--- config.mk ---
export PLATFORM = sky130hd
export DESIGN_NAME = dsp_backend
export DESIGN_NICKNAME = d
export VERILOG_FILES = /design/src/hdl/dsp_backend_pkg.sv /design/src/hdl/dsp_backend.sv /design/src/hdl/dsp_cfg_regs.sv /design/src/hdl/ffe_datapath.sv /design/src/hdl/mlsd_checker.sv /design/src/hdl/sample_delay_line.sv /design/src/hdl/slicer.sv
export SDC_FILE = /design/constraint.sdc
export NUM_CORES = 2
export LEC_CHECK = 0
export BUFFER_PORTS_ARGS = -buffer_cell sky130_fd_sc_hd__clkbuf_2
export CORE_MARGIN = 2
export CORE_UTILIZATION = 55
export CTS_CLUSTER_SIZE = 20
export DETAILED_ROUTE_END_ITERATION = 8
export PLACE_DENSITY = 0.71
export SLEW_MARGIN = 25
export SYNTH_ARGS = -nofsm -noshare
export SYNTH_HDL_FRONTEND = slang
export SYNTH_SLANG_ARGS = --single-unit
--- constraint.sdc ---
create_clock -name clk -period 11.1 [get_ports clk]
set_input_delay 0.555 -clock clk [delete_from_list [all_inputs] [get_ports clk]]
set_output_delay 0.555 -clock clk [all_outputs]
set_load 0.02 [all_outputs]
--- src/hdl/dsp_backend_pkg.sv ---
package dsp_backend_pkg;

	// lane and tap counts.
	parameter int channel_width = 4;
	parameter int ffe_length = 3;

	// signed adc codes.
	parameter int code_precision = 8;

	// ffe arithmetic.
	parameter int weight_precision = 8;
	parameter int ffe_acc_precision = 19; // room for ffe_length products.
	parameter int output_precision = 10;

	// ffe and mlsd shift fields share one width.
	parameter int shift_precision = 4;

	// slicer.
	parameter int thresh_precision = 10;

	// mlsd cursor and post-cursor estimates.
	parameter int est_precision = 8;
	parameter int err_precision = 12;

	// configuration write port.
	parameter int cfg_addr_width = 6;
	parameter int cfg_data_width = 10;

	// weight for tap k, lane j at cfg_weight_base + k*channel_width + j.
	parameter int cfg_weight_base = 0;

	// one entry per lane.
	parameter int cfg_thresh_base = 12;
	parameter int cfg_ffe_shift_base = 16;
	parameter int cfg_mlsd_shift_base = 20;

	// estimate k of lane j at cfg_chan_est_base + 2*j + k.
	// k = 0 is the cursor, k = 1 the post-cursor.
	parameter int cfg_chan_est_base = 24;

endpackage : dsp_backend_pkg

--- src/hdl/dsp_backend.sv ---
module dsp_backend #(
	parameter int channel_width = dsp_backend_pkg::channel_width,
	parameter int ffe_length = dsp_backend_pkg::ffe_length
) (
	input logic signed [dsp_backend_pkg::code_precision-1:0] codes_i [channel_width-1:0],

	input logic clk,
	input logic rstb,

	input logic cfg_wr_i,
	input logic [dsp_backend_pkg::cfg_addr_width-1:0] cfg_addr_i,
	input logic [dsp_backend_pkg::cfg_data_width-1:0] cfg_data_i,

	output logic signed [dsp_backend_pkg::output_precision-1:0] estimated_bits_o [channel_width-1:0],
	output logic [channel_width-1:0] checked_bits_o
);

	typedef logic [channel_width-1:0][dsp_backend_pkg::code_precision-1:0] code_word_t;
	typedef logic [channel_width-1:0] bit_word_t;

	code_word_t code_in;
	code_word_t code_hist [3:0];
	bit_word_t sliced;
	bit_word_t bit_hist [1:0];

	logic signed [dsp_backend_pkg::weight_precision-1:0] weights [ffe_length-1:0][channel_width-1:0];
	logic signed [dsp_backend_pkg::thresh_precision-1:0] thresh [channel_width-1:0];
	logic [dsp_backend_pkg::shift_precision-1:0] ffe_shift [channel_width-1:0];
	logic [dsp_backend_pkg::shift_precision-1:0] mlsd_shift [channel_width-1:0];
	logic signed [dsp_backend_pkg::est_precision-1:0] chan_est [channel_width-1:0][1:0];

	for (genvar j = 0; j < channel_width; j++) begin : g_pack
		assign code_in[j] = codes_i[j];
	end

	// stages 0,1 feed the ffe, 2,3 line up with the bit history.
	sample_delay_line #(.payload_t(code_word_t), .depth(4)) code_line (
		.clk(clk),
		.rstb(rstb),
		.in_i(code_in),
		.line_o(code_hist)
	);

	dsp_cfg_regs #(.num_lanes(channel_width), .taps(ffe_length)) cfg_regs_i (
		.clk(clk),
		.rstb(rstb),
		.cfg_wr_i(cfg_wr_i),
		.cfg_addr_i(cfg_addr_i),
		.cfg_data_i(cfg_data_i),
		.weights_o(weights),
		.thresh_o(thresh),
		.ffe_shift_o(ffe_shift),
		.mlsd_shift_o(mlsd_shift),
		.chan_est_o(chan_est)
	);

	ffe_datapath #(.num_lanes(channel_width), .taps(ffe_length)) ffe_i (
		.clk(clk),
		.rstb(rstb),
		.code_cur_i(code_hist[0]),
		.code_prev_i(code_hist[1]),
		.weights_i(weights),
		.shift_i(ffe_shift),
		.est_o(estimated_bits_o)
	);

	slicer #(.num_lanes(channel_width)) slicer_i (
		.clk(clk),
		.rstb(rstb),
		.est_i(estimated_bits_o),
		.thresh_i(thresh),
		.bit_o(sliced)
	);

	sample_delay_line #(.payload_t(bit_word_t), .depth(2)) bit_line (
		.clk(clk),
		.rstb(rstb),
		.in_i(sliced),
		.line_o(bit_hist)
	);

	// the slicer output is one word ahead of bit_hist[0].
	mlsd_checker #(.num_lanes(channel_width)) mlsd_i (
		.clk(clk),
		.rstb(rstb),
		.bits_cur_i(bit_hist[0]),
		.bits_prev_i(bit_hist[1]),
		.bits_next_i(sliced),
		.codes_cur_i(code_hist[3]),
		.codes_next_i(code_hist[2]),
		.chan_est_i(chan_est),
		.shift_i(mlsd_shift),
		.checked_o(checked_bits_o)
	);

endmodule : dsp_backend

--- src/hdl/dsp_cfg_regs.sv ---
module dsp_cfg_regs #(
	parameter int num_lanes = dsp_backend_pkg::channel_width,
	parameter int taps = dsp_backend_pkg::ffe_length
) (
	input logic clk,
	input logic rstb,

	input logic cfg_wr_i,
	input logic [dsp_backend_pkg::cfg_addr_width-1:0] cfg_addr_i,
	input logic [dsp_backend_pkg::cfg_data_width-1:0] cfg_data_i,

	output logic signed [dsp_backend_pkg::weight_precision-1:0] weights_o [taps-1:0][num_lanes-1:0],
	output logic signed [dsp_backend_pkg::thresh_precision-1:0] thresh_o [num_lanes-1:0],
	output logic [dsp_backend_pkg::shift_precision-1:0] ffe_shift_o [num_lanes-1:0],
	output logic [dsp_backend_pkg::shift_precision-1:0] mlsd_shift_o [num_lanes-1:0],
	output logic signed [dsp_backend_pkg::est_precision-1:0] chan_est_o [num_lanes-1:0][1:0]
);

	localparam int wp = dsp_backend_pkg::weight_precision;
	localparam int tp = dsp_backend_pkg::thresh_precision;
	localparam int sp = dsp_backend_pkg::shift_precision;
	localparam int hp = dsp_backend_pkg::est_precision;

	int addr;

	assign addr = int'(cfg_addr_i); // zero extended.

	// one field per write, the rest hold.
	always_ff @(posedge clk or negedge rstb) begin
		if (!rstb) begin
			for (int j = 0; j < num_lanes; j++) begin
				thresh_o[j] <= '0;
				ffe_shift_o[j] <= '0;
				mlsd_shift_o[j] <= '0;
				chan_est_o[j][0] <= '0;
				chan_est_o[j][1] <= '0;
				for (int k = 0; k < taps; k++) begin
					weights_o[k][j] <= '0;
				end
			end
		end else if (cfg_wr_i) begin
			for (int j = 0; j < num_lanes; j++) begin
				for (int k = 0; k < taps; k++) begin
					if (addr == dsp_backend_pkg::cfg_weight_base + k * num_lanes + j)
						weights_o[k][j] <= cfg_data_i[wp-1:0];
				end
				if (addr == dsp_backend_pkg::cfg_thresh_base + j)
					thresh_o[j] <= cfg_data_i[tp-1:0];
				if (addr == dsp_backend_pkg::cfg_ffe_shift_base + j)
					ffe_shift_o[j] <= cfg_data_i[sp-1:0];
				if (addr == dsp_backend_pkg::cfg_mlsd_shift_base + j)
					mlsd_shift_o[j] <= cfg_data_i[sp-1:0];
				for (int k = 0; k < 2; k++) begin
					if (addr == dsp_backend_pkg::cfg_chan_est_base + 2 * j + k)
						chan_est_o[j][k] <= cfg_data_i[hp-1:0];
				end
			end
		end
	end

endmodule : dsp_cfg_regs

--- src/hdl/ffe_datapath.sv ---
module ffe_datapath #(
	parameter int num_lanes = dsp_backend_pkg::channel_width,
	parameter int taps = dsp_backend_pkg::ffe_length
) (
	input logic clk,
	input logic rstb,

	input logic [num_lanes-1:0][dsp_backend_pkg::code_precision-1:0] code_cur_i,
	input logic [num_lanes-1:0][dsp_backend_pkg::code_precision-1:0] code_prev_i,
	input logic signed [dsp_backend_pkg::weight_precision-1:0] weights_i [taps-1:0][num_lanes-1:0],
	input logic [dsp_backend_pkg::shift_precision-1:0] shift_i [num_lanes-1:0],

	output logic signed [dsp_backend_pkg::output_precision-1:0] est_o [num_lanes-1:0]
);

	localparam int cp = dsp_backend_pkg::code_precision;
	localparam int aw = dsp_backend_pkg::ffe_acc_precision;
	localparam int op = dsp_backend_pkg::output_precision;

	// previous word in 0..num_lanes-1, current word above it.
	logic signed [cp-1:0] hist [2*num_lanes-1:0];
	logic signed [op-1:0] sat [num_lanes-1:0];

	for (genvar j = 0; j < num_lanes; j++) begin : g_hist
		assign hist[j] = $signed(code_prev_i[j]);
		assign hist[num_lanes+j] = $signed(code_cur_i[j]);
	end

	for (genvar j = 0; j < num_lanes; j++) begin : g_lane
		logic signed [aw-1:0] acc;
		logic signed [aw-1:0] acc_sh;
		logic fits;

		always_comb begin
			acc = '0;
			for (int k = 0; k < taps; k++) begin
				acc = acc + weights_i[k][j] * hist[num_lanes+j-k]; // sample n-k.
			end
		end

		assign acc_sh = acc >>> shift_i[j];
		// upper bits all equal to the sign means no overflow.
		assign fits = (&acc_sh[aw-1:op-1]) || !(|acc_sh[aw-1:op-1]);
		assign sat[j] = fits ? acc_sh[op-1:0] : {acc_sh[aw-1], {(op-1){~acc_sh[aw-1]}}};
	end

	always_ff @(posedge clk or negedge rstb) begin
		if (!rstb) begin
			for (int j = 0; j < num_lanes; j++) begin
				est_o[j] <= '0;
			end
		end else begin
			est_o <= sat;
		end
	end

endmodule : ffe_datapath

--- src/hdl/mlsd_checker.sv ---
module mlsd_checker #(
	parameter int num_lanes = dsp_backend_pkg::channel_width
) (
	input logic clk,
	input logic rstb,

	input logic [num_lanes-1:0] bits_cur_i,
	input logic [num_lanes-1:0] bits_prev_i,
	input logic [num_lanes-1:0] bits_next_i,
	input logic [num_lanes-1:0][dsp_backend_pkg::code_precision-1:0] codes_cur_i,
	input logic [num_lanes-1:0][dsp_backend_pkg::code_precision-1:0] codes_next_i,
	input logic signed [dsp_backend_pkg::est_precision-1:0] chan_est_i [num_lanes-1:0][1:0],
	input logic [dsp_backend_pkg::shift_precision-1:0] shift_i [num_lanes-1:0],

	output logic [num_lanes-1:0] checked_o
);

	localparam int cp = dsp_backend_pkg::code_precision;
	localparam int hp = dsp_backend_pkg::est_precision;
	localparam int ew = dsp_backend_pkg::err_precision;
	localparam int pw = hp + 2; // one estimate times a symbol, plus headroom.
	localparam int aw = ew + 2;

	// +h for bit 1, -h for bit 0.
	function automatic logic signed [pw-1:0] sym_term(input logic signed [hp-1:0] h, input logic b);
		logic signed [pw-1:0] hx;
		hx = pw'(h);
		sym_term = b ? hx : -hx;
	endfunction

	function automatic logic [aw-1:0] hyp_err(
		input logic signed [cp-1:0] c_n,
		input logic signed [cp-1:0] c_n1,
		input logic signed [hp-1:0] h0,
		input logic signed [hp-1:0] h1,
		input logic s_prev,
		input logic s_n,
		input logic s_next
	);
		logic signed [pw:0] p_n;
		logic signed [pw:0] p_n1;
		logic signed [pw+1:0] d_n;
		logic signed [pw+1:0] d_n1;
		logic [pw+1:0] a_n;
		logic [pw+1:0] a_n1;
		p_n = sym_term(h0, s_n) + sym_term(h1, s_prev);
		p_n1 = sym_term(h0, s_next) + sym_term(h1, s_n);
		d_n = c_n - p_n;
		d_n1 = c_n1 - p_n1;
		a_n = d_n[pw+1] ? -d_n : d_n;
		a_n1 = d_n1[pw+1] ? -d_n1 : d_n1;
		hyp_err = aw'(a_n) + aw'(a_n1);
	endfunction

	function automatic logic [ew-1:0] sat_err(input logic [aw-1:0] e);
		sat_err = (|e[aw-1:ew]) ? '1 : e[ew-1:0];
	endfunction

	logic [num_lanes-1:0] decided;

	for (genvar j = 0; j < num_lanes; j++) begin : g_lane
		logic s_prev;
		logic s_next;
		logic signed [cp-1:0] c_n1;
		logic [ew-1:0] err_keep;
		logic [ew-1:0] err_flip;

		// neighbors cross the word boundary at the edge lanes.
		if (j == 0) begin : g_first
			assign s_prev = bits_prev_i[num_lanes-1];
		end else begin : g_inner_prev
			assign s_prev = bits_cur_i[j-1];
		end
		if (j == num_lanes - 1) begin : g_last
			assign s_next = bits_next_i[0];
			assign c_n1 = $signed(codes_next_i[0]);
		end else begin : g_inner_next
			assign s_next = bits_cur_i[j+1];
			assign c_n1 = $signed(codes_cur_i[j+1]);
		end

		assign err_keep = sat_err(hyp_err($signed(codes_cur_i[j]), c_n1, chan_est_i[j][0],
			chan_est_i[j][1], s_prev, bits_cur_i[j], s_next) >> shift_i[j]);
		assign err_flip = sat_err(hyp_err($signed(codes_cur_i[j]), c_n1, chan_est_i[j][0],
			chan_est_i[j][1], s_prev, ~bits_cur_i[j], s_next) >> shift_i[j]);

		assign decided[j] = (err_keep <= err_flip) ? bits_cur_i[j] : ~bits_cur_i[j]; // ties keep.
	end

	always_ff @(posedge clk or negedge rstb) begin
		if (!rstb) begin
			checked_o <= '0;
		end else begin
			checked_o <= decided;
		end
	end

endmodule : mlsd_checker

--- src/hdl/sample_delay_line.sv ---
module sample_delay_line #(
	parameter type payload_t = logic,
	parameter int depth = 2
) (
	input logic clk,
	input logic rstb,

	input payload_t in_i,
	output payload_t line_o [depth-1:0]
);

	// stage 0 is the newest word.
	always_ff @(posedge clk or negedge rstb) begin
		if (!rstb) begin
			for (int i = 0; i < depth; i++) begin
				line_o[i] <= '0;
			end
		end else begin
			line_o[0] <= in_i;
			for (int i = 1; i < depth; i++) begin
				line_o[i] <= line_o[i-1];
			end
		end
	end

endmodule : sample_delay_line

--- src/hdl/slicer.sv ---
module slicer #(
	parameter int num_lanes = dsp_backend_pkg::channel_width
) (
	input logic clk,
	input logic rstb,

	input logic signed [dsp_backend_pkg::output_precision-1:0] est_i [num_lanes-1:0],
	input logic signed [dsp_backend_pkg::thresh_precision-1:0] thresh_i [num_lanes-1:0],

	output logic [num_lanes-1:0] bit_o
);

	logic [num_lanes-1:0] above;

	// strictly greater, signed on both sides.
	always_comb begin
		for (int j = 0; j < num_lanes; j++) begin
			above[j] = est_i[j] > thresh_i[j];
		end
	end

	always_ff @(posedge clk or negedge rstb) begin
		if (!rstb) begin
			bit_o <= '0;
		end else begin
			bit_o <= above;
		end
	end

endmodule : slicer

==> flow_metrics.py <==
metrics = {
    "route": {
        "ant_nets": 0,
        "route.detailed.drc": 0,
        "wl_per_cell_um": 18.52,
        "detail_route.vias_per_cell": 5.597,
        "dr.pass1.iters": 6,
        "drt_wl_total_um": 203400,
        "vias": 61474,
        "drt_iter0_drc": 4286,
    },
    "grt": {
        "globalRoute.totalOverflow": 0,
        "grt_util_all_layers_pct": 28.33,
        "grt_pass1_wl_um": 330300,
        "antenna_found_initial": 11,
        "grt_max_degree": 160,
        "grt_pass1_vias": 62412,
    },
    "cts": {
        "clk_pin_slew_ps": 70,
        "clockBufferDepth": 3,
        "cts_tree": "done",
        "clk_latency_ps": 690,
        "postCtsSetupBuffers": 0,
        "ctsHoldBuffers": 25,
        "htreeDepth": 2,
        "cts_sinks": 413,
        "root_buffer": "clkbuf_16",
        "cts_buffers": 54,
        "cts_resized": 0,
    },
    "sta": {
        "finalHoldViolations": 0,
        "max_freq_mhz": 110.3,
        "maxSlewViolCount": 0,
        "rsz0062_at_grt": "false",
        "worst_slew_pin_slew_ps": 1082,
        "tns_ps": 0,
        "setup_viol": 0,
        "fin_skew_ps": 42.59,
        "finalCriticalPeriod_ps": 9067,
        "period_share_pct": 81.69,
        "maxSlewHeadroom_pct": 27.84,
    },
    "setup_path": {
        "worst_setup_path_start_kind": "flip-flop",
        "crit_type": "flip-flop to flip-flop",
        "cp_slowest_cell": "o22ai_1",
        "critPathCaptureType": "flip-flop",
        "cpMostUsedCell": "o21ai_0",
        "crit_family": "compound AO/OA/AOI/OAI gates",
        "slowest_delay_ps": 640,
        "worstPathArrival_ps": 9600,
        "path_buf_inv": 4,
        "worstPathRequired_ps": 11630,
        "path_max_fanout": 47,
    },
    "die": {
        "die_h_um": 380,
        "core_um2": 139900,
        "start_util_pct": 55.59,
        "row_count": 137,
        "dieArea_um2": 144400,
        "ios": 95,
        "die_w_um": 380,
    },
    "layout": {
        "syn2layout_area_growth_pct": 5.286,
        "nNetsFinal": 10810,
        "layout-drive-gt1-share_pct": 5.799,
    },
    "logic_synthesis": {
        "avgSynthCellArea_um2": 8.507,
        "synth_area_leader_cell": "fa_1",
        "async_flop_share_pct": 100.0,
        "synth_most_common_cell": "inv_1",
        "yosysTopAreaCellShare_pct": 22.86,
        "postSynthNetCount": 10887,
        "synth_edf_count": 0,
        "syn_inst": 9140,
        "synth-seq-area-share_pct": 13.29,
        "netlist_area_um2": 77760,
        "synth_cell_type_count": 103,
        "synth_ff_type": "dfrtp_1",
        "ys_ff_latch": 413,
        "yosys-top-cells-area": "fa_1 (23%), dfrtp_1 (13%), ha_1 (13%), inv_1 (7.9%), xnor2_1 (6.0%)",
        "synth_warnings": 0,
        "synthTopCellsByCount": "inv_1 (1639), fa_1 (888), ha_1 (808), nand2_1 (771), nor2_1 (593)",
    },
    "run": {
        "drv_cap": 0,
    },
    "run_status": {
        "status": "finished, final reports clean",
    },
    "placed_design": {
        "port_buffers": 94,
        "hpwlAfterDp_um": 160300,
        "gp_congestion": 0.9473,
    },
    "min_path": {
        "min_path_type": "input port to flip-flop",
    },
}
==> through the flow <==
| step | util (%) | std cells | cell area, um2 | setup WS, ps | hold slack [ps] |
|---|---|---|---|---|---|
| after floorplan | - | 9140 | 77760 | 3373 | 259.4 |
| after global placement | 57.02 | 10857 | 79760 | 2381 | 331.3 |
| after detailed placement | 57.02 | 10857 | 79760 | 2112 | 334.7 |
| after CTS | 58.50 | 10980 | 81830 | 2108 | 22.63 |
| after global routing | 58.53 | 10982 | 81860 | 1112 | 20.56 |
| final | 58.53 | 10984 | 81870 | 2033 | 47.72 |
==> layout by cell type, fill, tap and decap left out, types with 40 or more instances in the layout <==
cell type / count
a211oi_1: 67
a21boi_0: 61
a21o_1: 103
a21oi_1: 404
and2_1: 471
clkbuf_16: 55
clkbuf_2: 93
dfrtp_1: 407
fa_1: 888
ha_1: 808
inv_1: 1639
mux2_2: 213
mux2i_1: 112
nand2_1: 771
nand2b_1: 91
nand3_1: 40
nor2_1: 593
nor2b_1: 101
nor3_1: 130
o21a_1: 140
o21ai_0: 428
o21bai_1: 59
or3_1: 82
xnor2_1: 531
xor2_1: 162
==> final cells by class <==
class                   count  area (um2)
fillers                 12440       58010
diodes                      3       7.507
clock buffers              66        1468
well taps                1876        2347
flip-flops and latches    413       10340
clock inverters            32       351.6
repair buffers            150        1008
inverters                1652        6201
multi-input cells        6792       60140
==> per-layer routing <==
| metal | share of wire (%) | vias to the layer above | global-route usage (%) |
|---|---|---|---|
| li1 | - | 29397 | - |
| met1 | 43 | 30129 | 37.53 |
| met2 | 48 | 1584 | 48.16 |
| met3 | 5.3 | 362 | 3.024 |
| met4 | 3.9 | 2 | 10.01 |
| met5 | 0.0064 | - | 0 |
==> sequential cells by signal, indices dropped and copies added (netlist names) <==
name                     count
ffe_i.est_o                 40
slicer_i.bit_o               4
cfg_regs_i.mlsd_shift_o     16
cfg_regs_i.thresh_o         40
code_line.line_o           128
cfg_regs_i.ffe_shift_o      16
mlsd_i.checked_o             4
bit_line.line_o              5
cfg_regs_i.weights_o        96
cfg_regs_i.chan_est_o       64
==> path summary, 6_finish.rpt <==
kind,start,endpoint,slack [ps],cells after the start
min reg2reg,code_line.line_o[81],code_line.line_o[113],330,0
max in group asynchronous,rstb,bit_line.line_o[1],9420,3
min,codes_i[2],code_line.line_o[2],50,1
max,bit_line.line_o[3],mlsd_i.checked_o[2],2030,39
min in group asynchronous,rstb,code_line.line_o[9],370,2
max reg2reg,bit_line.line_o[3],mlsd_i.checked_o[2],2030,39
==> kinds of logic after synthesis <==
family,share of synthesized area [%]
buf+inv,9.373
mux,5.222
flops,13.29
xor+xnor,7.848
simple gates,15.34
fa+ha+maj,35.86
compound gates,13.07
Power is left out: the tool's default activity adds up to more than one toggle a clock period on the data nets, which glitch-free logic cannot reach.
